## src/hdl/dcache_pkg.sv

```systemverilog
// shared cache types; geometry fixed at 4 words of 32 bits per line, only line_count varies
package dcache_pkg;

	// --------------------
	// geometry
	// --------------------
	localparam int word_w = 32;
	localparam int words_per_line = 4;
	localparam int word_addr_w = 30; // processor addresses words, not bytes

	localparam int offset_w = $clog2(words_per_line);
	localparam int block_addr_w = word_addr_w - offset_w; // line address on memory port
	localparam int line_w = word_w * words_per_line;

	// --------------------
	// basic types
	// --------------------
	typedef logic [word_w-1:0] word_t;

	// low offset_w bits pick the word, the rest is the line address
	typedef logic [word_addr_w-1:0] word_addr_t;

	typedef logic [block_addr_w-1:0] block_addr_t;

	// one line seen two ways
	// block for memory transfers, words for processor access and merges
	typedef union packed {
		logic [line_w-1:0] block;
		word_t [words_per_line-1:0] words; // words[0] is the lowest address
	} cache_line_u;

	// --------------------
	// request bundles
	// --------------------
	typedef struct packed {
		logic read;
		logic write;
		word_addr_t addr;
		word_t wdata;
	} proc_req_t;

	// at most one of read/write is set
	typedef struct packed {
		logic read;
		logic write;
		block_addr_t addr;
		cache_line_u wdata; // victim line, only meaningful with write
	} mem_req_t;

	// --------------------
	// controller states
	// --------------------
	typedef enum logic [1:0] {
		idle = 2'd0, // one cycle after reset
		compare_tag = 2'd1, // normal state, hits finish here
		write_back = 2'd2, // dirty victim out to memory
		allocate = 2'd3 // fetch requested line
	} ctrl_state_e;

endpackage

```

## src/hdl/dcache_top.sv

```systemverilog
// cache top; line_count must be a power of two >= 2 and the processor holds proc_req while stalled
`timescale 1ns/1ps

module dcache_top #(
	parameter int line_count = 8
) (
	input logic clk,
	input logic proc_reset,

	// processor side
	input dcache_pkg::proc_req_t proc_req,
	output dcache_pkg::word_t proc_rdata,
	output logic proc_stall,

	// memory side
	output dcache_pkg::mem_req_t mem_req,
	input dcache_pkg::cache_line_u mem_rdata,
	input logic mem_ready
);

	localparam int index_w = $clog2(line_count);
	localparam int tag_w = dcache_pkg::block_addr_w - index_w;

	// --------------------
	// store <-> controller
	// --------------------
	logic [index_w-1:0] index;

	logic rd_valid;
	logic rd_dirty;
	logic [tag_w-1:0] rd_tag;
	dcache_pkg::cache_line_u rd_line;

	logic wr_en;
	logic wr_valid;
	logic wr_dirty;
	logic [tag_w-1:0] wr_tag;
	dcache_pkg::cache_line_u wr_line;

	line_store #(
		.line_count (line_count)
	) store_i (
		.clk        (clk),
		.proc_reset (proc_reset),
		.index      (index),
		.rd_valid   (rd_valid),
		.rd_dirty   (rd_dirty),
		.rd_tag     (rd_tag),
		.rd_line    (rd_line),
		.wr_en      (wr_en),
		.wr_valid   (wr_valid),
		.wr_dirty   (wr_dirty),
		.wr_tag     (wr_tag),
		.wr_line    (wr_line)
	);

	miss_controller #(
		.line_count (line_count)
	) ctrl_i (
		.clk        (clk),
		.proc_reset (proc_reset),
		.proc_req   (proc_req),
		.proc_rdata (proc_rdata),
		.proc_stall (proc_stall),
		.mem_req    (mem_req),
		.mem_rdata  (mem_rdata),
		.mem_ready  (mem_ready),
		.index      (index),
		.rd_valid   (rd_valid),
		.rd_dirty   (rd_dirty),
		.rd_tag     (rd_tag),
		.rd_line    (rd_line),
		.wr_en      (wr_en),
		.wr_valid   (wr_valid),
		.wr_dirty   (wr_dirty),
		.wr_tag     (wr_tag),
		.wr_line    (wr_line)
	);

endmodule

```

## src/hdl/line_store.sv

```systemverilog
// per-line valid/dirty/tag/data; lookup is combinational, one whole-entry write per clock
`timescale 1ns/1ps

module line_store #(
	parameter int line_count = 8,
	localparam int index_w = $clog2(line_count),
	localparam int tag_w = dcache_pkg::block_addr_w - index_w
) (
	input logic clk,
	input logic proc_reset,

	// lookup
	input logic [index_w-1:0] index,
	output logic rd_valid,
	output logic rd_dirty,
	output logic [tag_w-1:0] rd_tag,
	output dcache_pkg::cache_line_u rd_line,

	// write port, replaces the indexed entry
	input logic wr_en,
	input logic wr_valid,
	input logic wr_dirty,
	input logic [tag_w-1:0] wr_tag,
	input dcache_pkg::cache_line_u wr_line
);

	// --------------------
	// storage
	// --------------------
	logic [line_count-1:0] valid_q; // one bit per line
	logic [line_count-1:0] dirty_q;
	logic [tag_w-1:0] tag_q [line_count];
	dcache_pkg::cache_line_u data_q [line_count];

	// status bits, cleared so every line starts invalid and clean
	always_ff @(posedge clk) begin
		if (proc_reset) begin
			valid_q <= '0;
			dirty_q <= '0;
		end else if (wr_en) begin
			valid_q[index] <= wr_valid;
			dirty_q[index] <= wr_dirty;
		end
	end

	// tag and payload
	always_ff @(posedge clk) begin
		if (wr_en) begin
			tag_q[index] <= wr_tag;
			data_q[index] <= wr_line;
		end
	end

	// --------------------
	// lookup
	// --------------------
	always_comb begin
		rd_valid = valid_q[index];
		rd_dirty = dirty_q[index];
		rd_tag = tag_q[index];
		rd_line = data_q[index];
	end

	// controller must sit in idle while reset is applied
	a_no_write_in_reset: assert property (@(posedge clk) proc_reset |-> !wr_en)
		else $error("line store written during reset");

endmodule

```

## src/hdl/miss_controller.sv

```systemverilog
// cache FSM; one request at a time, processor holds proc_req until proc_stall is low
`timescale 1ns/1ps

module miss_controller #(
	parameter int line_count = 8,
	localparam int index_w = $clog2(line_count),
	localparam int tag_w = dcache_pkg::block_addr_w - index_w
) (
	input logic clk,
	input logic proc_reset,

	// processor side
	input dcache_pkg::proc_req_t proc_req,
	output dcache_pkg::word_t proc_rdata,
	output logic proc_stall,

	// memory side
	output dcache_pkg::mem_req_t mem_req,
	input dcache_pkg::cache_line_u mem_rdata,
	input logic mem_ready,

	// line store lookup
	output logic [index_w-1:0] index,
	input logic rd_valid,
	input logic rd_dirty,
	input logic [tag_w-1:0] rd_tag,
	input dcache_pkg::cache_line_u rd_line,

	// line store write port
	output logic wr_en,
	output logic wr_valid,
	output logic wr_dirty,
	output logic [tag_w-1:0] wr_tag,
	output dcache_pkg::cache_line_u wr_line
);

	// --------------------
	// address split
	// --------------------
	logic [dcache_pkg::offset_w-1:0] req_offset;
	logic [index_w-1:0] req_index;
	logic [tag_w-1:0] req_tag;
	dcache_pkg::block_addr_t req_block;
	dcache_pkg::block_addr_t victim_block;

	assign req_offset = proc_req.addr[dcache_pkg::offset_w-1:0];
	assign req_index = proc_req.addr[dcache_pkg::offset_w +: index_w];
	assign req_tag = proc_req.addr[dcache_pkg::word_addr_w-1 -: tag_w];
	assign req_block = proc_req.addr[dcache_pkg::word_addr_w-1:dcache_pkg::offset_w];

	// old line lives at its own tag plus the shared index
	assign victim_block = {rd_tag, req_index};

	assign index = req_index;

	logic req_active;
	logic hit;

	assign req_active = proc_req.read || proc_req.write;
	assign hit = rd_valid && (rd_tag == req_tag);

	// write data merged into the current line through the word view
	dcache_pkg::cache_line_u merged_line;

	always_comb begin
		merged_line = rd_line;
		merged_line.words[req_offset] = proc_req.wdata;
	end

	// --------------------
	// state register
	// --------------------
	dcache_pkg::ctrl_state_e state_q;
	dcache_pkg::ctrl_state_e state_d;

	always_ff @(posedge clk) begin
		if (proc_reset) begin
			state_q <= dcache_pkg::idle;
		end else begin
			state_q <= state_d;
		end
	end

	// --------------------
	// next state and outputs
	// --------------------
	always_comb begin
		state_d = state_q;
		proc_stall = 1'b1; // low only when a request can finish now
		proc_rdata = '0;

		mem_req.read = 1'b0;
		mem_req.write = 1'b0;
		mem_req.addr = req_block;
		mem_req.wdata = rd_line; // only looked at during write_back

		wr_en = 1'b0;
		wr_valid = 1'b1;
		wr_dirty = 1'b0;
		wr_tag = req_tag;
		wr_line = rd_line;

		case (state_q)
			dcache_pkg::idle: begin
				state_d = dcache_pkg::compare_tag;
			end

			dcache_pkg::compare_tag: begin
				if (req_active && !hit) begin
					// only a valid dirty victim needs to go out first
					if (rd_valid && rd_dirty) begin
						state_d = dcache_pkg::write_back;
					end else begin
						state_d = dcache_pkg::allocate;
					end
				end else begin
					proc_stall = 1'b0;
					if (proc_req.read) begin
						proc_rdata = rd_line.words[req_offset];
					end
					if (proc_req.write) begin
						wr_en = 1'b1;
						wr_dirty = 1'b1; // line now differs from memory
						wr_line = merged_line;
					end
				end
			end

			dcache_pkg::write_back: begin
				mem_req.write = 1'b1;
				mem_req.addr = victim_block;
				if (mem_ready) begin
					state_d = dcache_pkg::allocate;
				end
			end

			dcache_pkg::allocate: begin
				mem_req.read = 1'b1;
				if (mem_ready) begin
					// fill clean under the new tag, request hits next cycle
					wr_en = 1'b1;
					wr_line = mem_rdata;
					state_d = dcache_pkg::compare_tag;
				end
			end

			default: begin
				state_d = dcache_pkg::idle;
			end
		endcase
	end

	// --------------------
	// memory port checks
	// --------------------
	a_mem_one_cmd: assert property (@(posedge clk) !(mem_req.read && mem_req.write))
		else $error("memory read and write raised together");

	// address held until memory answers
	a_mem_addr_stable: assert property (@(posedge clk) disable iff (proc_reset)
		(mem_req.read || mem_req.write) && !mem_ready |=> $stable(mem_req.addr))
		else $error("memory address changed while waiting for mem_ready");

endmodule

```

## config.mk

```make
export PLATFORM = sky130hd
export DESIGN_NAME = dcache_top
export DESIGN_NICKNAME = d
export VERILOG_FILES = /design/src/hdl/dcache_pkg.sv /design/src/hdl/dcache_top.sv /design/src/hdl/line_store.sv /design/src/hdl/miss_controller.sv
export SDC_FILE = /design/constraint.sdc
export NUM_CORES = 1
export LEC_CHECK = 0
export BUFFER_PORTS_ARGS = -buffer_cell sky130_fd_sc_hd__buf_4
export CORE_MARGIN = 2
export CORE_UTILIZATION = 45
export DETAILED_ROUTE_END_ITERATION = 8
export GPL_TIMING_DRIVEN = 1
export SYNTH_ARGS = -nofsm -noshare
export SYNTH_HDL_FRONTEND = slang
export SYNTH_HIERARCHICAL = 1
export SYNTH_SLANG_ARGS = --single-unit
```

## constraint.sdc

```tcl
create_clock -name clk -period 15.75 [get_ports clk]
set_clock_uncertainty 0.2 [all_clocks]
set_input_delay 3.15 -clock clk [delete_from_list [all_inputs] [get_ports clk]]
set_output_delay 3.15 -clock clk [all_outputs]
set_load 0.01 [all_outputs]
```

==> results of run 1 <==
## final timing paths
check                            from                    end  slack (ps)  cells after the start
setup / recovery         proc_req[34]          proc_rdata[1]        4780                     11
hold / removal     store_i/valid_q[7]     store_i/valid_q[7]         280                      2
setup reg to reg  store_i/tag_q[5][3]  store_i/data_q[4][15]        9510                     11
hold reg to reg    store_i/valid_q[7]     store_i/valid_q[7]         280                      2
## logic make-up after synthesis
group	after synthesis	share of synthesized area [%]
flip-flops	1242	67.88
multiplexers	664	20.69
AO/OA/AOI/OAI	394	5.545
buffers and inverters	380	4.085
AND/OR/NAND/NOR	133	1.325
XOR/XNOR	25	0.4005
adder cells (fa/ha/maj)	3	0.06866
other	1	0.006859
## layout make-up
| cell class | instances | area [um^2] | area share (%) |
|---|---|---|---|
| Sequential cell | 1242 | 37120 | 59.64 |
| Antenna cell | 4 | 10.01 | 0.01608 |
| Multi-Input combinational cell | 1220 | 15390 | 24.72 |
| Clock buffer | 171 | 3587 | 5.764 |
| Clock inverter | 77 | 693.2 | 1.114 |
| Timing Repair Buffer | 435 | 3378 | 5.428 |
| Inverter | 7 | 46.29 | 0.07439 |
| Tap cell | 1612 | 2017 | 3.241 |
## stage by stage
stage,instances,util (%),instance area (um^2),total power (uW)
3_5_place_dp,4516,48.17,57940,6086
2_1_floorplan,2842,-,54680,5372
5_1_grt,4766,51.73,62230,9393
6_report,4768,51.74,62230,9102
3_3_place_gp,4516,48.17,57940,6011
4_1_cts,4764,51.73,62220,9124
## state kept, by name, indices dropped and copies added, names as in the netlist
name and flops:
store_i/valid_q 8, ctrl_i/state_q 2, store_i/data_q 1024, store_i/tag_q 200, store_i/dirty_q 8
## where the power goes
group	leakage (uW)	internal (uW)	total (uW)	switching [uW]
sequential	0.0112	4200	4220	12.7
combinational	0.00645	536	1830	1290
clock	0.00207	1750	3060	1310
total	0.0197	6490	9100	2620
## critical path: cells and delay by family
| family | cells | cell delay (ps) |
|---|---|---|
| and+or+nand+nor | 4 | 1390 |
| xor gates and xnor gates | 1 | 240 |
| buffers and inverters | 4 | 1770 |
| muxes | 2 | 880 |
## metal layers
metal / track usage (%) / routed length (um) / up-vias
li1: - / - / 12210
met4: 8.632 / 5209 / 10
met3: 9.076 / 20630 / 244
met5: 1.192 / 273 / -
met1: 39.35 / 70460 / 16330
met2: 41.09 / 78370 / 1834
## layout by cell type (no fill, tap or decap), drive strengths merged, types with 4 or more instances in the layout
cell type | Yosys | final
nor2 | 22 | 22
nand4 | 16 | 16
mux2i | 14 | 14
diode | 0 | 4
bufinv | 0 | 7
clkinv | 0 | 58
o211ai | 256 | 256
dfxtp | 18 | 18
xnor2 | 25 | 25
or2 | 4 | 4
a22oi | 128 | 128
clkbuf | 124 | 172
buf | 249 | 434
inv | 7 | 12
clkinvlp | 0 | 7
nand2 | 40 | 40
edfxtp | 1224 | 1224
mux4 | 342 | 342
and4 | 4 | 4
nor2b | 32 | 32
mux2 | 308 | 308
==> metrics, run 1 <==
most common cell in the synthesized netlist=edfxtp_1; cell mode on critical path=buf_4; global-route wire length before repair=about 240000 um; number of global-route vias before repair=30260; initial core utilization=around 45%; CP required=12400 ps; DP Wirelength=between 100000 and 150000 um; Synthesis Warnings=6; Post-synth EDFFs=around 1200; ranking of synthesized cells by area=edfxtp_1 67%, mux4_2 14%, mux2_2 6.3%; Via density=about 6.4; Max-Cap Viols=0; synth unique cells=41; Setup Slack @ Placement=4664 ps; wire per inst=36.69 um; synthesized instance count=approximately 2800; f_max=a little over 0.09 GHz; # rows=around 130; pwr dens=146.3 nW/um^2; Hold Path Class=reg2reg; clock root buffer=clkbuf_16; Critical Path Sink Type=output port; gr usage total=roughly 28%; Avg Cell Area, Syn=19.24 um^2; min Tclk post-route=roughly 11000 ps; IO Port Bufs=~390; Max VDD drop=approximately 0.17 mV; Seq/Total Area, Yosys=between 60% and 70%; Die Area=around 120000 um^2; gp weighted congestion=~0.8; max-slew violations=0; arrival time of the worst setup path=roughly 7600 ps; top_reg_cell synth=edfxtp_1; Clk Latency, worst-skew pair=around 750 ps; period utilization=69.64%; CP cell instances=buf_8 > buf_4 > mux4_2 > mux2_2 > xnor2_1 > nand4_1 > nor4_1 > nand4_1 > buf_4 > nor2b_1 > buf_4; Worst path slowest cell=nor4_1; CP peak stage delay=710 ps; Leak=0.01970 uW; largest area contributor in the netlist=edfxtp_1; # hold bufs at CTS=0; TritonCTS sink count=1242; total negative slack=0 ps; maximum number of pins on one net before global-route repair=between 100 and 150; DIE WIDTH=~350 um; chip height=around 350 um; DRC Markers=0; Iter 0 DRT Violations=between 4000 and 5000; TritonCTS clock tree=done; worst relative slew slack=between 20 and 30%; Pre-Repair DR Iteration Count=6; initial antenna violation count=17; number of gates resized after CTS=0; Via Count=between 30000 and 40000; postcts setup bufs=0; FILL cells=approximately 9600; Final nets=approximately 3200; Inserted Clock Buffers=about 140; Crit Path Category=in2out; Hold Vio Cnt, Final=0; final WL=roughly 170000 um; I/O pin total=386; synth-to-layout area growth=13.82%; share of layout cells above drive strength 1=between 40 and 50%; Synth Cell Area=between 50000 and 60000 um^2; # setup viols final=0; Post-synth top cells=1224 x edfxtp_1, 342 x mux4_2, 308 x mux2_2; clock buffer depth=3; syn_nets=about 3000; crit-path max FO=63; CORE AREA=between 100000 and 150000 um^2; unrepaired setup endpoints after global routing=no; setup ws final=between 4000 and 5000 ps; Worst-Margin Slew=roughly 1100 ps; Detail Route Antenna Nets=0; Startpoint Class=input pin; gr ovfl total=0; Synth Register Bits=around 1200; level count of the clock H-tree=4; Worst-path clk slew=approximately 60 ps; status=complete, no violations; Hold WS=about 280 ps; post-synth top area share=a little under 70%; Async S/R FF share, synth=0%
(Power assumes the default switching activity.)
==> inputs of run 2 (changes only) <==
Clock period 15.75 ns to 9.04 ns, I/O delays scaled along.
==> run 2 against run 1 <==
  * Via count is 0.43% higher
  * Routed wire length is 0.36% lower
  * Critical endpoint is now proc_rdata[22]
  * Total power is 75% higher
  * Sequential cell count stayed put
  * Critical path depth is 1 lower
  * Worst setup slack worse by 3100 ps
  * Cell count hardly changed
  * Global-route usage is 0.16 points lower
  * First-iteration DRC count is 1.8% higher
  * Die area stayed put
  * Design area is 0.53% higher
  * Hold slack worse by 15 ps
==> metrics, run 2 (same netlist as run 1, synthesis figures left out) <==
status=complete, no violations; CP cell instances=buf_8 > mux4_2 > mux2_2 > xnor2_1 > nand4_1 > nor4_2 > nand4_1 > buf_4 > nor2b_1 > buf_4; Non-Filler Instances=4771 (+0.063%); Critical Path Sink Type=output port; I/O pin total=386 (unchanged); number of global-route vias before repair=30560 (+1.0%); CORE AREA=120300 um^2 (unchanged); Placement Cell Area=58290 um^2 (+0.59%); Max-Cap Viols=0 (unchanged); unrepaired setup endpoints after global routing=no; initial core utilization=45.45% (unchanged); CP required=7030 ps (-5370 ps); worst relative slew slack=17.48% (-7.8 points); level count of the clock H-tree=4 (unchanged); # rows=127 (unchanged); met3 GRT Util=7.829% (-1.2 points); crit-path max FO=54 (-14%); max reg flops=1024 (unchanged); wire per inst=36.53 um (-0.42%); Hold Vio Cnt, Final=0 (unchanged); met1 usage=38.76% (-0.59 points); final non-filler cell area=62570 um^2 (+0.53%); period utilization=around 82%; # hold bufs at CTS=0 (unchanged); Hold Path Class=reg2reg; DIE WIDTH=352.6 um (unchanged); Clk Latency, worst-skew pair=740 ps (about the same); Leak=0.01990 uW (+1.0%); Final nets=3252 (+0.34%); clock root buffer=clkbuf_16; TritonCTS sink count=1242 (unchanged); initial antenna violation count=13 (-4); commonest non-fill, non-tap cell in the layout=edfxtp_1; Startpoint Class=input pin; top flop regs=store_i/data_q: 1024 flops, store_i/tag_q: 200 flops; Iter 0 DRT Violations=4493 (+1.8%); chip height=352.6 um (unchanged); Pre-Repair DR Iteration Count=6 (unchanged); Crit Path Category=in2out; Via density=6.447 (+0.36%); Worst path slowest cell=mux4_2; number of gates resized after CTS=0 (unchanged); final WL=174300 um (-0.36%); total negative slack=0 ps (unchanged); Inserted Clock Buffers=134 (-2.2%); Die Area=124300 um^2 (unchanged); gr ovfl total=0 (unchanged); gr usage total=27.71% (-0.16 points); postcts setup bufs=0 (unchanged); DRC Markers=0 (unchanged); Max VDD drop=0.1991 mV (+20%); min Tclk post-route=7393 ps; Detail Route Antenna Nets=0 (unchanged); Hold WS=262.3 ps (-14.67 ps); pwr dens=254.6 nW/um^2 (+74%); gp weighted congestion=0.8324 (+2.0%); commonest non-fill, non-tap cells in the layout=1224 x edfxtp_1, 425 x buf_4, 342 x mux4_2; IO Port Bufs=385 (unchanged); Via Count=30760 (+0.43%); DP Wirelength=108900 um (+2.2%); clock buffer depth=3 (unchanged); Worst-path clk slew=60 ps (about the same); met2 GRT Util=42.79% (+1.7 points); grt peak-use layer=met2; arrival time of the worst setup path=5380 ps (-2240 ps); maximum number of pins on one net before global-route repair=133 (+3.1%); TritonCTS clock tree=done; # setup viols final=0 (unchanged); Worst-Margin Slew=1238 ps (+116.4 ps); f_max=0.1353 GHz; Most flops, register=store_i/data_q; global-route wire length before repair=242400 um (-0.14%); DP Cell Count=4530 (+0.31%); max-slew violations=0 (unchanged); CP peak stage delay=590 ps (-120 ps); synth-to-layout area growth=14.43%; share of layout cells above drive strength 1=42.16% (+0.72 points)
run 2: cell count changes in the layout (fill, tap and decap cells not counted), moves of 5 or more:
cell	change
xnor2_1	-7
clkinv_1	-11
xnor2_2	+7
clkinv_8	-5
buf_12	+13
run 2: power by group:
part | internal [uW] | switching (uW)
clock | 3140 | 2220
combinational | 935 | 2300
sequential | 7320 | 22.4
run 2: final timing paths:
check	start	end	slack (ps)	depth (start not counted)
hold / removal	store_i/valid_q[7]	store_i/valid_q[7]	260	2
hold reg to reg	store_i/valid_q[7]	store_i/valid_q[7]	260	2
setup reg to reg	store_i/tag_q[2][16]	store_i/data_q[3][71]	3710	9
setup / recovery	proc_req[34]	proc_rdata[22]	1650	10
run 2: final cells by class:
| class | count | area (um^2) |
|---|---|---|
| sequential | 1242 | 37120 |
| timing repair buffer | 449 | 3646 |
| inverter | 7 | 46.29 |
| fill | 9494 | 57720 |
| clock inverter | 64 | 624.3 |
| multi-input combinational | 1220 | 15460 |
| tap | 1612 | 2017 |
| antenna | 4 | 10.01 |
| clock buffer | 173 | 3646 |
run 2: routing by layer:
| metal | wire length, um | up-vias |
|---|---|---|
| met2 | 80760 | 1828 |
| li1 | - | 12240 |
| met5 | 79 | - |
| met3 | 19710 | 244 |
| met4 | 4316 | 12 |
| met1 | 69440 | 16440 |
run 2: worst max-delay path: cells and delay by family:
kind	cells	cell delay (ps)
XOR/XNOR	1	370
buffers and inverters	3	950
multiplexers	2	880
AND/OR/NAND/NOR	4	1090
run 2: metrics by stage:
step	worst slack (ps)	utilization (%)	total power, uW
final	1647	52.01	15930
after global routing	1491	52.00	16400
after CTS	1697	52.00	15960
after detailed placement	1560	48.45	10640
after global placement	1712	48.45	10510
after floorplan	-798.1	-	9368
